`src/rtl/rv32_isa_pkg.sv`:
```
/*
 * RV32 ISA types shared by the memory datapath.
 * Word type, memory operation codes, the byte/halfword lane union
 * and the access size helper.
 */

package rv32_isa_pkg;

    // ========================================
    // Basic types
    // ========================================

    typedef logic [31:0] rv32_word; // Data and address word.

    // Memory operations issued on the data port.
    typedef enum logic [3:0] {
        MEM_NONE = 4'd0,
        MEM_LB   = 4'd1,
        MEM_LH   = 4'd2,
        MEM_LW   = 4'd3,
        MEM_LBU  = 4'd4,
        MEM_LHU  = 4'd5,
        MEM_SB   = 4'd6,
        MEM_SH   = 4'd7,
        MEM_SW   = 4'd8
    } mem_op_e;

    // One word seen as little-endian byte lanes or halfword lanes.
    typedef union packed {
        logic [3:0][7:0]  bytes;  // bytes[0] is the lowest address.
        logic [1:0][15:0] halves;
    } rv32_lane_word;

    // ========================================
    // Helpers
    // ========================================

    // Log2 of the access size in bytes.
    function automatic logic [1:0] access_bytes_log2(mem_op_e op);
        case (op)
            MEM_LH, MEM_LHU, MEM_SH: return 2'd1;
            MEM_LW, MEM_SW:          return 2'd2;
            default:                 return 2'd0; // Bytes and no-op.
        endcase
    endfunction

endpackage

```
`src/rtl/load_response_align.sv`:
```
/*
 * Data port response stage.
 * Holds the access context for one cycle, then forms
 * valid, error and the extended load data.
 */

`timescale 1ns/100ps

module load_response_align (
    input  logic                   clk,
    input  logic                   arst_n,
    input  logic                   data_req,
    input  rv32_isa_pkg::mem_op_e  data_op,
    input  logic [1:0]             offset,
    input  logic                   misaligned,
    input  logic                   data_in_range,
    input  rv32_isa_pkg::rv32_word bank_rdata,
    output logic                   data_valid,
    output logic                   data_err,
    output rv32_isa_pkg::rv32_word load_data
);

    rv32_isa_pkg::mem_op_e       op_q;
    logic [1:0]                  offset_q;
    rv32_isa_pkg::rv32_lane_word word_view;
    logic [7:0]                  byte_sel;
    logic [15:0]                 half_sel;

    // ========================================
    // Request context
    // ========================================

    always_ff @(posedge clk or negedge arst_n) begin
        if (!arst_n) begin
            data_valid <= 1'b0;
            data_err   <= 1'b0;
        end else begin
            data_valid <= data_req;
            data_err   <= data_req & (misaligned | !data_in_range);
        end
    end

    always_ff @(posedge clk) begin
        if (data_req) begin
            op_q     <= data_op;
            offset_q <= offset;
        end
    end

    // ========================================
    // Lane extraction and extension
    // ========================================

    assign word_view = bank_rdata;
    assign byte_sel  = word_view.bytes[offset_q];
    assign half_sel  = word_view.halves[offset_q[1]];

    always_comb begin
        load_data = '0;
        if (data_valid && !data_err) begin
            case (op_q)
                rv32_isa_pkg::MEM_LB:  load_data = {{24{byte_sel[7]}}, byte_sel};
                rv32_isa_pkg::MEM_LBU: load_data = {24'h0, byte_sel};
                rv32_isa_pkg::MEM_LH:  load_data = {{16{half_sel[15]}}, half_sel};
                rv32_isa_pkg::MEM_LHU: load_data = {16'h0, half_sel};
                rv32_isa_pkg::MEM_LW:  load_data = word_view;
                default:               load_data = '0; // Stores return zero.
            endcase
        end
    end

endmodule

```
`config.mk`:
```
export PLATFORM = sky130hd
export DESIGN_NAME = load_response_align
export DESIGN_NICKNAME = d
export VERILOG_FILES = /design/src/rtl/rv32_isa_pkg.sv /design/src/rtl/load_response_align.sv
export SDC_FILE = /design/constraint.sdc
export NUM_CORES = 1
export LEC_CHECK = 0
export BUFFER_PORTS_ARGS = -buffer_cell sky130_fd_sc_hd__buf_2
export CELL_PAD_IN_SITES_DETAIL_PLACEMENT = 1
export CELL_PAD_IN_SITES_GLOBAL_PLACEMENT = 1
export CORE_UTILIZATION = 25
export DETAILED_ROUTE_END_ITERATION = 10
export PLACE_DENSITY = 0.73
export SLEW_MARGIN = 15
export SYNTH_ARGS = -nofsm -noshare
export SYNTH_HDL_FRONTEND = slang
export SYNTH_SLANG_ARGS = --single-unit
```
`constraint.sdc`:
```
create_clock -name clk -period 2.31 [get_ports clk]
set_input_delay 0 -clock clk [delete_from_list [all_inputs] [get_ports clk]]
set_output_delay 0 -clock clk [all_outputs]
set_load 0.005 [all_outputs]
```
======== Word-level counts from Yosys, hierarchy flattened ========
Cells that the tools add are included.
W data, S select, Z words.
cells by class
  order comparisons ....................... 2
  equality and inequality tests ........... 5
  mux-type cells .......................... 6
  bitwise gates (word level) .............. 2
  reduce and logical (&&, ||, !) cells .... 3
operators by type and width
  kind                  count
  $pmux W32 S5          1
  $mux W16              2
  $mux W32              1
  $bmux W8 S2           1
  $eq A4 B2 Y1 const B  2
  $eq A4 B3 Y1 const B  2
  $mux W8               1
  $eq A4 B1 Y1 const B  1
  $lt A2 B3 Y1 const B  1
  $logic_not A1 Y1      2
  $lt A1 B2 Y1 const B  1
  $and A1 B1 Y1         1
  $logic_and A1 B1 Y1   1
  $or A1 B1 Y1          1
storage, ports and cells
  register bits ........................... 8

======== Logic depth before layout (Yosys ltp) ========
  depth after elaboration ................. 4
  gate-level depth with buffers ........... 7
  depth with buffers taken out ............ 4

======== Worst setup path before layout ========
No wires, ideal clock.
  path type ............................... reg2out
  start ................................... register op_q[3]
  end ..................................... output load_data[11]
  arrival time ............................ 1.393 ns
  path slack .............................. 0.917 ns
  stages on the path, launching flop included .. 6
  buffers on the path ..................... 2
  cell sequence ........................... edfxtp_1 buf_2 a2111oi_2 o31ai_1 clkbuf_1 a21oi_1
between the ends
  word-level cells in the longest chain between the ends .. 3
ends and longest elaborated chain
  what                                        RTL line                   text
  start, declared                             load_response_align.sv:23  rv32_isa_pkg::mem_op_e op_q;
  start signal, assigned                      load_response_align.sv:45  op_q <= data_op;
  $eq A4 B2 Y1, or another cell as far along  load_response_align.sv:61  case (op_q)
  $pmux W32 S5 *                              load_response_align.sv:61
  $mux W32 *                                  load_response_align.sv:60  if (data_valid && !data_err) begin
  end, declared                               load_response_align.sv:20  output rv32_isa_pkg::rv32_word load_data
Every way passes the cells marked *; elsewhere a longest branch is shown, timed or not.

======== Final worst setup path ========
  start ................................... register op_q[1]
  end ..................................... output load_data[9]
Same word-level chain as after synthesis.

==> impl_metrics.env <==
export IMPL_setup_viol=0
export IMPL_preCtsSetupSlack_ns=0.314
export IMPL_syn_nets=199
export IMPL_syn2layout_area_growth_pct=44.5
export IMPL_die_w_um=72.4
export IMPL_slew_headroom_pct=60.5
export IMPL_dieArea_um2=5240
export IMPL_drive_gt1_share_pct=44.4
export IMPL_htreeDepth=1
export IMPL_grt_antenna_before_repair=0
export IMPL_path_clk_slew_ns=0.04
export IMPL_required_ns=2.31
export IMPL_post_cts_buffers=0
export IMPL_power_mw=0.604
export IMPL_async_flop_share_pct=25.0
export IMPL_rsz0062_at_grt="no"
export IMPL_drc=0
export IMPL_fin_nets=279
export IMPL_synth_common_cells="a21oi_1 (30), nand2_1 (25), a21o_1 (16)"
export IMPL_final_util_pct=37.6
export IMPL_leakage_nw=0.806
export IMPL_synth_edff_count=6
export IMPL_setup_slack_ns=0.195
export IMPL_clockPowerShare_pct=26.8
export IMPL_clock_root_buffer="clkbuf_8"
export IMPL_seq_power_share_pct=31.0
export IMPL_cts_resized=0
export IMPL_io_buffer_count=76
export IMPL_synth_top_area_share_pct=14.6
export IMPL_grt_pass1_wl_um=7010
export IMPL_yosysMostFrequentCell="a21oi_1"
export IMPL_netlist_area_um2=1240
export IMPL_fin_crit_sh_pct=91.6
export IMPL_postCtsHoldBufs=9
export IMPL_drt_iter0_drc=72
export IMPL_insertedDiodeCount=0
export IMPL_ant_nets=0
export IMPL_gr_total_overflow=0
export IMPL_start_util_pct=26.0
export IMPL_grt_max_degree=33
export IMPL_dp_cells=288
export IMPL_slew_violations=0
export IMPL_yosysWarnings=0
export IMPL_layoutNonFillerInstCount=301
export IMPL_ios=77
export IMPL_hold_violations=0
export IMPL_routedWlPerCell_um=14.8
export IMPL_firstDrtPassIters=4
export IMPL_synth_area_leaders="edfxtp_1 (15%), a21oi_1 (12%), a21o_1 (9.7%)"
export IMPL_grt_usage_pct=17.0
export IMPL_comb_power_share_pct=42.2
export IMPL_cts_sinks=8
export IMPL_cts_tree="built"
export IMPL_yosysUniqueCellTypes=33
export IMPL_crit_fanout=12
export IMPL_drv_cap=0
export IMPL_hpwl_um=3290
export IMPL_rows=25
export IMPL_die_height_um=72.4
export IMPL_end_kind="primary output"
export IMPL_max_freq_mhz=473
export IMPL_gp_congestion=0.822
export IMPL_synth_area_per_cell_um2=7.93
export IMPL_routed_via_density=5.04
export IMPL_ys_ff_latch=8
export IMPL_status="finished clean"
export IMPL_grt_pass1_vias=1455
export IMPL_worstMarginPinSlew_ns=0.592
export IMPL_start_kind="flop"
export IMPL_clockBufferDepth=2
export IMPL_wl_um=4470
export IMPL_hold_path_class="input pin to async pin"
export IMPL_period_minus_slack_ns=2.12
export IMPL_via_count=1516
export IMPL_seq_area_frac_synth_pct=18.6
export IMPL_yosysTopAreaCell="edfxtp_1"
export IMPL_internal_power_mw=0.399
export IMPL_synth_ff_type="edfxtp_1"
export IMPL_synthCells=156
export IMPL_netSwitchingPower_mw=0.205
export IMPL_critPathArrivalTime_ns=2.12
export IMPL_finalSetupTns_ns=0
export IMPL_swShare_pct=33.9
export IMPL_worstSetupPathType="flop to primary output"
export IMPL_ir_drop_mv=0.324
export IMPL_coreArea_um2=4750
export IMPL_cts_buffers=3
export IMPL_power_density_nw_per_um2=338
## layout by cell type (no fill, tap or decap), types with 2 or more instances in the layout
master,synthesis,final
dfrtp_1,2,2
dlygate4sd3_1,0,9
nand2_1,25,25
a22oi_1,14,14
buf_2,8,76
mux2i_1,7,7
inv_1,3,3
nor2_1,8,8
a21o_1,16,16
buf_4,0,5
a21oi_1,30,30
edfxtp_1,6,6
mux2_2,9,9
clkbuf_8,0,3
## worst max-delay path by stage
stage	from	slack, ns	cells after the start	to
2_1_floorplan	op_q[3]	0.92	5	load_data[11]
3_3_place_gp	op_q[1]	0.33	3	load_data[15]
3_5_place_dp	op_q[1]	0.31	3	load_data[15]
4_1_cts	op_q[1]	0.07	3	load_data[15]
5_1_grt	op_q[0]	0.06	6	load_data[1]
6_report	op_q[1]	0.19	5	load_data[9]
## state kept, by name (all words and copies together), names as in the netlist
signal and count:
data_err 1, data_valid 1, offset_q 2, op_q 4
## layout make-up
class / instances / area, um2
inverter: 3 / 11.3
sequential: 8 / 230
multi-input combinational: 129 / 902
fill: 621 / 2970
timing repair buffer: 91 / 519
clock buffer: 3 / 41.3
tap: 67 / 83.8
## critical path, cell delays in order (launching register included)
cell      delay, ns
edfxtp_1       0.65
or3b_4         0.47
a21oi_4        0.29
a22oi_1        0.12
a21oi_1        0.21
buf_2          0.14
## stage by stage
step                hold WS (ns)  area (um2)
CTS                       0.0380        1780
global placement          -0.213        1650
finish                    0.0827        1790
floorplan                 -0.296        1240
detailed placement        -0.212        1650
global route              0.0968        1790
## layer usage
layer / global-route usage [%] / vias to the layer above / wire length (um)
li1: - / 740 / -
met1: 21.7 / 708 / 1950
met2: 30.6 / 65 / 2230
met3: 1.39 / 3 / 258
met4: 4.79 / 0 / 28
met5: 0 / - / 0
## cells by family after synthesis
| logic type | Yosys count | synth area share (%) |
|---|---|---|
| buffers and inverters | 19 | 9.61 |
| DFF | 8 | 18.6 |
| and+or+nand+nor | 44 | 18.7 |
| AOI/OAI and AO/OA | 67 | 36.7 |
| xor gates and xnor gates | 1 | 0.708 |
| muxes | 17 | 15.7 |
## power groups by stage
stage | registers, mW | clock network (mW) | logic (mW)
after detailed placement | 0.190 | 0 | 0.241
final | 0.187 | 0.162 | 0.255
after global routing | 0.190 | 0.178 | 0.281
after floorplan | 0.178 | 0 | 0.165
after global placement | 0.188 | 0 | 0.237
after CTS | 0.188 | 0.168 | 0.253
No activity file was read; power rests on OpenSTA's default activity.
