File: config.mk
export PLATFORM = sky130hd
export DESIGN_NAME = access_lane_decode
export DESIGN_NICKNAME = d
export VERILOG_FILES = /design/src/rtl/rv32_isa_pkg.sv /design/src/rtl/access_lane_decode.sv
export SDC_FILE = /design/constraint.sdc
export NUM_CORES = 1
export LEC_CHECK = 0
export ABC_CLOCK_PERIOD_IN_PS = 2300
export BUFFER_PORTS_ARGS = -buffer_cell sky130_fd_sc_hd__buf_2
export CORE_AREA = 3 3 49 51
export DETAILED_ROUTE_END_ITERATION = 8
export DIE_AREA = 0 0 52 54
export PLACE_DENSITY = 0.77
export REMOVE_ABC_BUFFERS = 1
export SYNTH_ARGS = -nofsm -noshare
export SYNTH_HDL_FRONTEND = slang
export SYNTH_SLANG_ARGS = --single-unit
export TNS_END_PERCENT = 20
File: constraint.sdc
create_clock -name vclk -period 2.3
set_clock_uncertainty 0.1 [all_clocks]
set_input_delay 0.46 -clock vclk [all_inputs]
set_output_delay 0.46 -clock vclk [all_outputs]
set_load 0.02 [all_outputs]
File: src/rtl/rv32_isa_pkg.sv
/*
 * RV32 ISA types shared by the memory datapath.
 * Word type, memory operation codes, the byte/halfword lane union
 * and the access size helper.
 */

package rv32_isa_pkg;

    // ========================================
    // Basic types
    // ========================================

    typedef logic [31:0] rv32_word; // Data and address word.

    // Memory operations issued on the data port.
    typedef enum logic [3:0] {
        MEM_NONE = 4'd0,
        MEM_LB   = 4'd1,
        MEM_LH   = 4'd2,
        MEM_LW   = 4'd3,
        MEM_LBU  = 4'd4,
        MEM_LHU  = 4'd5,
        MEM_SB   = 4'd6,
        MEM_SH   = 4'd7,
        MEM_SW   = 4'd8
    } mem_op_e;

    // One word seen as little-endian byte lanes or halfword lanes.
    typedef union packed {
        logic [3:0][7:0]  bytes;  // bytes[0] is the lowest address.
        logic [1:0][15:0] halves;
    } rv32_lane_word;

    // ========================================
    // Helpers
    // ========================================

    // Log2 of the access size in bytes.
    function automatic logic [1:0] access_bytes_log2(mem_op_e op);
        case (op)
            MEM_LH, MEM_LHU, MEM_SH: return 2'd1;
            MEM_LW, MEM_SW:          return 2'd2;
            default:                 return 2'd0; // Bytes and no-op.
        endcase
    endfunction

endpackage

File: src/rtl/access_lane_decode.sv
/*
 * Data port access decode.
 * Alignment check, store byte enables and lane steering
 * of the store data, little-endian.
 */

`timescale 1ns/100ps

module access_lane_decode (
    input  rv32_isa_pkg::mem_op_e       data_op,
    input  logic [1:0]                  offset,
    input  rv32_isa_pkg::rv32_word      wdata,
    output logic [3:0]                  byte_en,
    output rv32_isa_pkg::rv32_lane_word lane_wdata,
    output logic                        misaligned
);

    // ========================================
    // Alignment
    // ========================================

    always_comb begin
        case (rv32_isa_pkg::access_bytes_log2(data_op))
            2'd1:    misaligned = offset[0]; // Halfword on odd byte.
            2'd2:    misaligned = |offset;
            default: misaligned = 1'b0;
        endcase
    end

    // ========================================
    // Store steering
    // ========================================

    always_comb begin
        byte_en    = 4'b0000;
        lane_wdata = wdata;

        case (data_op)
            rv32_isa_pkg::MEM_SB: begin
                // Same byte on every lane, enable picks one.
                lane_wdata.bytes = {4{wdata[7:0]}};
                byte_en          = 4'b0001 << offset;
            end
            rv32_isa_pkg::MEM_SH: begin
                lane_wdata.halves = {2{wdata[15:0]}};
                if (!misaligned) begin
                    byte_en = offset[1] ? 4'b1100 : 4'b0011;
                end
            end
            rv32_isa_pkg::MEM_SW: begin
                if (!misaligned) begin
                    byte_en = 4'b1111;
                end
            end
            default: begin
                byte_en = 4'b0000; // Loads never write.
            end
        endcase
    end

endmodule

# Yosys cells after proc, flatten, opt, wreduce, memory -nomap -nowiden
# Cells that the tools add are included.
dict set report totals {
  latchBits 0
  memories 0
  mem_bits_rw 0
  word_cells 19
  mem_bits_ro 0
  input_bits 38
  register_bits 0
}
dict set report op_classes {
  reduce_logical 3
  n_addsub 0
  order_cmp 0
  multipliers 0
  n_div 0
  muxes 7
  shift 1
  bitwise 0
  n_eq_ne 8
}
# cell n
set op_table {}
lappend op_table {{$pmux 32 s2} 1}
lappend op_table {{$eq 4x3->1 const B} 3}
lappend op_table {{$mux 4} 3}
lappend op_table {{$pmux 4 s3} 1}
lappend op_table {{$eq 4x2->1 const B} 2}
lappend op_table {{$eq 4x4->1 const B} 1}
lappend op_table {{$pmux 2 s2} 1}
lappend op_table {{$reduce_or 2->1} 2}
lappend op_table {{$shl 1x2->4 const A} 1}
lappend op_table {{$reduce_or 3->1} 1}
lappend op_table {{$eq 2x1->1 const B} 1}
lappend op_table {{$eq 2x2->1 const B} 1}
lappend op_table {{$pmux 1 s2} 1}

# Longest topological paths before layout
# Gate-level depths: netlist of the first run.
dict set report logic_depth {
  ltp_word 7
  mapped_depth 9
  ltp_nobuf 7
}

# Least setup slack after synthesis of the first run
# Ideal clock, no wire load.
dict set report synth_timing {
  kind {input -> output}
  startpoint {input data_op[0]}
  endpoint {output byte_en[0]}
  t_arrival_ps 2338
  slack_ps -598
  path_stages 8
  n_path_buf 1
  path_cell_list {buf_6 or3b_1 a21oi_1 inv_1 ha_1 o21ai_0 o221ai_1 o32ai_1}
}
dict set report synth_between {
  elab_chain_len 7
}
# item line_no
set synth_rtl {}
lappend synth_rtl {{start: declaration} access_lane_decode.sv:10} ;# input rv32_isa_pkg::mem_op_e data_op,
lappend synth_rtl {{$eq 4x3->1, or another cell as far along} {rv32_isa_pkg.sv:40, access_lane_decode.sv:38}}
lappend synth_rtl {{$reduce_or 3->1 / $reduce_or 2->1 (equally long branches)} rv32_isa_pkg.sv:40} ;# case (op)
lappend synth_rtl {{$pmux 2 s2} rv32_isa_pkg.sv:40}
lappend synth_rtl {{$eq 2x2->1 / $eq 2x1->1 (equally long branches)} access_lane_decode.sv:23} ;# case (rv32_isa_pkg::access_bytes_log2(data_op))
lappend synth_rtl {{$pmux 1 s2} access_lane_decode.sv:23}
lappend synth_rtl {{$mux 4 (on tied branches)} {access_lane_decode.sv:51, access_lane_decode.sv:46}}
lappend synth_rtl {{$pmux 4 s3 (*)} access_lane_decode.sv:38} ;# case (data_op)
lappend synth_rtl {{end: declaration} access_lane_decode.sv:13} ;# output logic [3:0] byte_en,
# Every way passes the cells marked *; elsewhere a longest branch is shown, timed or not.

# Worst setup path in the final report of the first run
dict set report layout_timing {
  startpoint {input data_op[0]}
  endpoint {output byte_en[1]}
}
# The elaborated chain is that of the path after synthesis.

==> metrics.csv, run 1 <==
metric,value,unit
rows,16,
io_buffers,75,
synth_warnings,0,
area_growth,81.9,%
drcViolationCount,0,
cpMaxStageDelayCell,or3b_4,
fin_crit,2710,ps
hold_violations,0,
grt_util_met2,32.0,%
grt_use_met3,1.39,%
io_pins,75,
floorplan.initialDensity,32.4,%
viasPerCell,5.09,
grt_pass1_vias,847,
synth_cell_type_count,21,
synthCells,80,
grtUsageTotal,15.9,%
antenna_found_initial,0,
n_clock_buffer,0,
syn_area,642,um2
cp-start-kind,input pin,
critPathRequiredTime,1740,ps
core,1980,um2
end_kind,output port,
ir_drop,0.000116,V
p_leak,0.626,nW
crit_chain,buf_6 -> or3b_4 -> a21oi_2 -> buf_4 -> ha_4 -> mux2_4 -> a31oi_4 -> o32ai_2 -> buf_4,
holdPathEnd,lane_wdata[4],
crit_type,input pin to output port,
drt_iter0_markers,9,
total_power,0.260,mW
synth_seq_area_share,0,%
holdPathStages,2,
cts_hold_buffers,0,
busiest_layer,met2,
powerDensity,223,nW/um2
path_common_cell,buf_4,
avgSynthCellArea,8.02,um2
fin_setup_tns,-2470,ps
hold_path_startpoint,wdata[4],
dr.pass1.iters,4,
failed_checks,setup timing,
antenna_cells,0,
rsz0062_at_grt,true,
cp.arrival,2150,ps
hold_path.class,input pin to output port,
num-nets-final,196,
grt_max_degree,15,
max_freq,370,MHz
crit_fanout,3,
design.seq.count,0,
maxCapViolations,0,
wl,2330,um
cpPeakStageDelay,390,ps
setup_slack,-406,ps
place_inst,177,
gr-usage-met1,18.0,%
final.period_utilization,118,%
routabilityCongestion,0.626,
setup_violations,19,
grt_pass1_wl,3550,um
slew_viol_final,0,
overflow,0,
register_area,0,um2
outcome,"finished, violations left",
wl_per_cell,12.9,um
slew_headroom,78.3,%
dpl_cell_area,1010,um2
die_x,52,um
drive_gt1_share,75.3,%
dp_hpwl,1670,um
finalNonFillerCells,181,
fp.dieH,54,um
dieArea,2810,um2
tightest_slew,325,ps
vias,922,
final_cell_area,1170,um2
drtAntennaViolNets,0,
## Yosys cell counts (all sizes together)
library cell / instances / area (um2)
nand3b: 3 / 22.5
inv: 2 / 7.51
o22ai: 2 / 12.5
nand4b: 2 / 17.5
ha: 2 / 25.0
a21oi: 3 / 15.0
or3b: 1 / 8.76
buf: 13 / 104
a21o: 1 / 7.51
nand2: 11 / 41.3
o221ai: 1 / 8.76
a31oi: 1 / 6.26
mux2: 17 / 199
mux2i: 8 / 80.1
nor2: 2 / 23.8
o21ai: 9 / 45.0
o32ai: 2 / 17.5
## critical path: cells and delay by family
kind | cells | cell delay [ps]
muxes | 1 | 280
adders and majority gates | 1 | 200
buffers and inverters | 3 | 400
AOI/OAI and AO/OA | 3 | 420
and+or+nand+nor | 1 | 390
## repair_timing
action                                 CTS  global route
endpoints found under the hold margin    0             0
gates resized for setup                 17            11
pin swaps                                7             4
setup endpoints to repair               16            26
buffers inserted                         4             0
## layer usage
metal  up-vias  part of all wire [%]
met5         -                     0
met4         0                   1.5
met3         4                    11
met2        73                    51
met1       404                    37
li1        441                     -
## final cells by class
type | instances | area, um2
Timing Repair Buffer | 87 | 505
Tap cell | 27 | 33.8
Multi-Input combinational cell | 65 | 621
Inverter | 2 | 7.51
Fill cell | 171 | 815
## placed cells by master (no fill, tap or decap)
master	n
nor2_8	1
nand2_1	10
mux2_2	13
o21ai_4	1
o22ai_1	2
nor2_1	1
buf_6	6
buf_4	13
a31oi_4	1
mux2_4	4
a21oi_2	1
ha_4	1
nand2_2	1
o21ai_0	8
o32ai_2	2
mux2i_1	8
buf_2	68
nand3b_1	3
a21oi_4	1
nand4b_1	2
inv_1	2
o221ai_2	1
a21oi_1	1
or3b_4	1
ha_2	1
a21o_1	1
## cells by family after synthesis
kind of cell	count (synthesis)	share of synthesized area (%)
buf+inv	15	17.3
mux	25	43.5
fa+ha+maj	2	3.90
simple gates	19	17.7
compound gates	19	17.5
## through the flow
step                      hold slack (ps)  util [%]  setup slack (ps)
after global placement               1080      50.8              -460
final                                1080      58.9              -406
after floorplan                       820         -              -475
after detailed placement             1080      50.8              -535
after CTS                            1090      56.8              -367
after global routing                 1100      58.9              -441
## where the power goes
| group | leakage [nW] | switching [mW] | internal [mW] | total (mW) |
|---|---|---|---|---|
| combinational | 0.626 | 0.140 | 0.120 | 0.260 |
| clock | 0 | 0 | 0 | 0 |
| sequential | 0 | 0 | 0 | 0 |
## worst max path at each step
stage,from,end,slack [ps],cells after the start
after detailed placement,data_op[0],byte_en[0],-530,9
final,data_op[0],byte_en[1],-410,9
after floorplan,data_op[0],byte_en[0],-480,7
after global placement,data_op[0],byte_en[0],-460,9
after CTS,data_op[1],byte_en[1],-370,9
after global routing,data_op[3],byte_en[3],-440,10
Note: power is estimated with default switching activity, not from simulation.
==> inputs of run 2 (changes only) <==
- CORE_AREA: 3 3 49 51 -> 3 3 51 53
- DIE_AREA: 0 0 52 54 -> 0 0 54 56
- PLACE_DENSITY: 0.77 -> 0.71
- TNS_END_PERCENT: 20 -> default
==> run 2 against run 1 <==
  * First-iteration DRC count up 56%
  * Design area up 11%
  * Non-clock buffer count unchanged
  * The run still ends with setup timing left
  * Cell count up 0.55%
==> metrics.csv, run 2 (same netlist as run 1, synthesis figures left out) <==
metric,value,unit,change
wl_per_cell,13.0,um,+0.77%
grt_max_degree,19,,+4
critPathRequiredTime,1740,ps,about the same
slew_viol_final,0,,unchanged
dp_hpwl,1680,um,+0.47%
max_freq,372,MHz,+0.67%
die_x,54,um,+3.8%
rows,17,,+1
drtAntennaViolNets,0,,unchanged
fp.dieH,56,um,+3.7%
final.period_utilization,117,%,-0.78 points
register_area,0,um2,unchanged
dr.pass1.iters,4,,unchanged
setup_violations,5,,-14
hold_path.class,input pin to output port,,
cp.arrival,2130,ps,-20 ps
core,2190,um2,+11%
drt_iter0_markers,14,,+5
grt_pass1_vias,858,,+1.3%
antenna_cells,0,,unchanged
pre_cts_slack,-521,ps,+13.8 ps
setup_slack,-388,ps,+18.0 ps
drcViolationCount,0,,unchanged
routabilityCongestion,0.687,,+9.7%
overflow,0,,unchanged
fin_hold_ws,1080,ps,+1.90 ps
outcome,"finished, violations left",,
rsz0062_at_grt,true,,
end_kind,output port,,
final_cell_mix,"buf_2, buf_6, mux2_4",,
viasPerCell,4.81,,-5.5%
powerDensity,220,nW/um2,-1.2%
dieArea,3020,um2,+7.7%
crit_type,input pin to output port,,
tightest_slew,300,ps,-25.0 ps
n_clock_buffer,0,,unchanged
cp-start-kind,input pin,,
grt_pass1_wl,3620,um,+2.1%
grtUsageTotal,14.7,%,-1.1 points
final_util,59.3,%,+0.44 points
finalNonFillerCells,182,,+0.55%
antenna_found_initial,0,,unchanged
failed_checks,setup timing,,
fin_crit,2690,ps,-18.0 ps
area_growth,103,%,
slew_headroom,79.9,%,+1.7 points
num-nets-final,196,,unchanged
cts_hold_buffers,0,,unchanged
floorplan.initialDensity,29.3,%,-3.1 points
ir_drop,0.000120,V,+3.7%
io_pins,75,,unchanged
design.seq.count,0,,unchanged
final_common_cell,buf_2,,
wl,2360,um,+1.3%
io_buffers,75,,unchanged
maxCapViolations,0,,unchanged
hold_violations,0,,unchanged
drive_gt1_share,77.3,%,+1.9 points
place_inst,177,,unchanged
crit_fanout,3,,unchanged
vias,876,,-5.0%
p_leak,0.671,nW,+7.2%
fin_setup_tns,-1710,ps,+758 ps
[run 2: cell counts in the layout (fill, tap and decap cells not counted)]
No cell type changed its count.
[run 2: worst max-delay path, stage by stage]
cell	delay (ps)
buf_6	100
or3b_1	380
a21oi_2	160
buf_4	130
ha_4	190
mux2_4	270
a31oi_4	170
o32ai_2	90
buf_4	170
[run 2: power by group]
group | internal, mW | switching [mW]
registers | 0 | 0
logic | 0.140 | 0.146
clock network | 0 | 0
[run 2: repair_timing]
action / 4_1_cts / 5_1_grt
gates resized for setup: 39 / 21
endpoints found under the setup margin: 11 / 19
buffers inserted: 3 / 2
pin swaps: 8 / 10
[run 2: stage by stage]
step | power (mW) | cell area (um2)
after global placement | 0.216 | 1000
after detailed placement | 0.220 | 1000
final | 0.286 | 1300
after global routing | 0.306 | 1300
after CTS | 0.263 | 1190
after floorplan | 0.110 | 538
[run 2: per-layer routing]
| layer | track usage, % | routed length, um | up-vias |
|---|---|---|---|
| li1 | - | - | 441 |
| met1 | 16.5 | 840 | 388 |
| met2 | 30.4 | 1290 | 47 |
| met3 | 0.268 | 225 | 0 |
| met4 | 0 | 0 | 0 |
| met5 | 0 | 0 | - |
[run 2: area by class of cell]
cell class,count,area [um2]
fill,196,891
multi-input combinational,65,684
timing repair buffer,87,573
tap,28,35.0
inverter,2,7.51
[run 2: final timing paths]
kind	from	end	slack (ps)	cells past startpoint
max	data_op[0]	byte_en[1]	-390	9
min	wdata[1]	lane_wdata[1]	1080	2
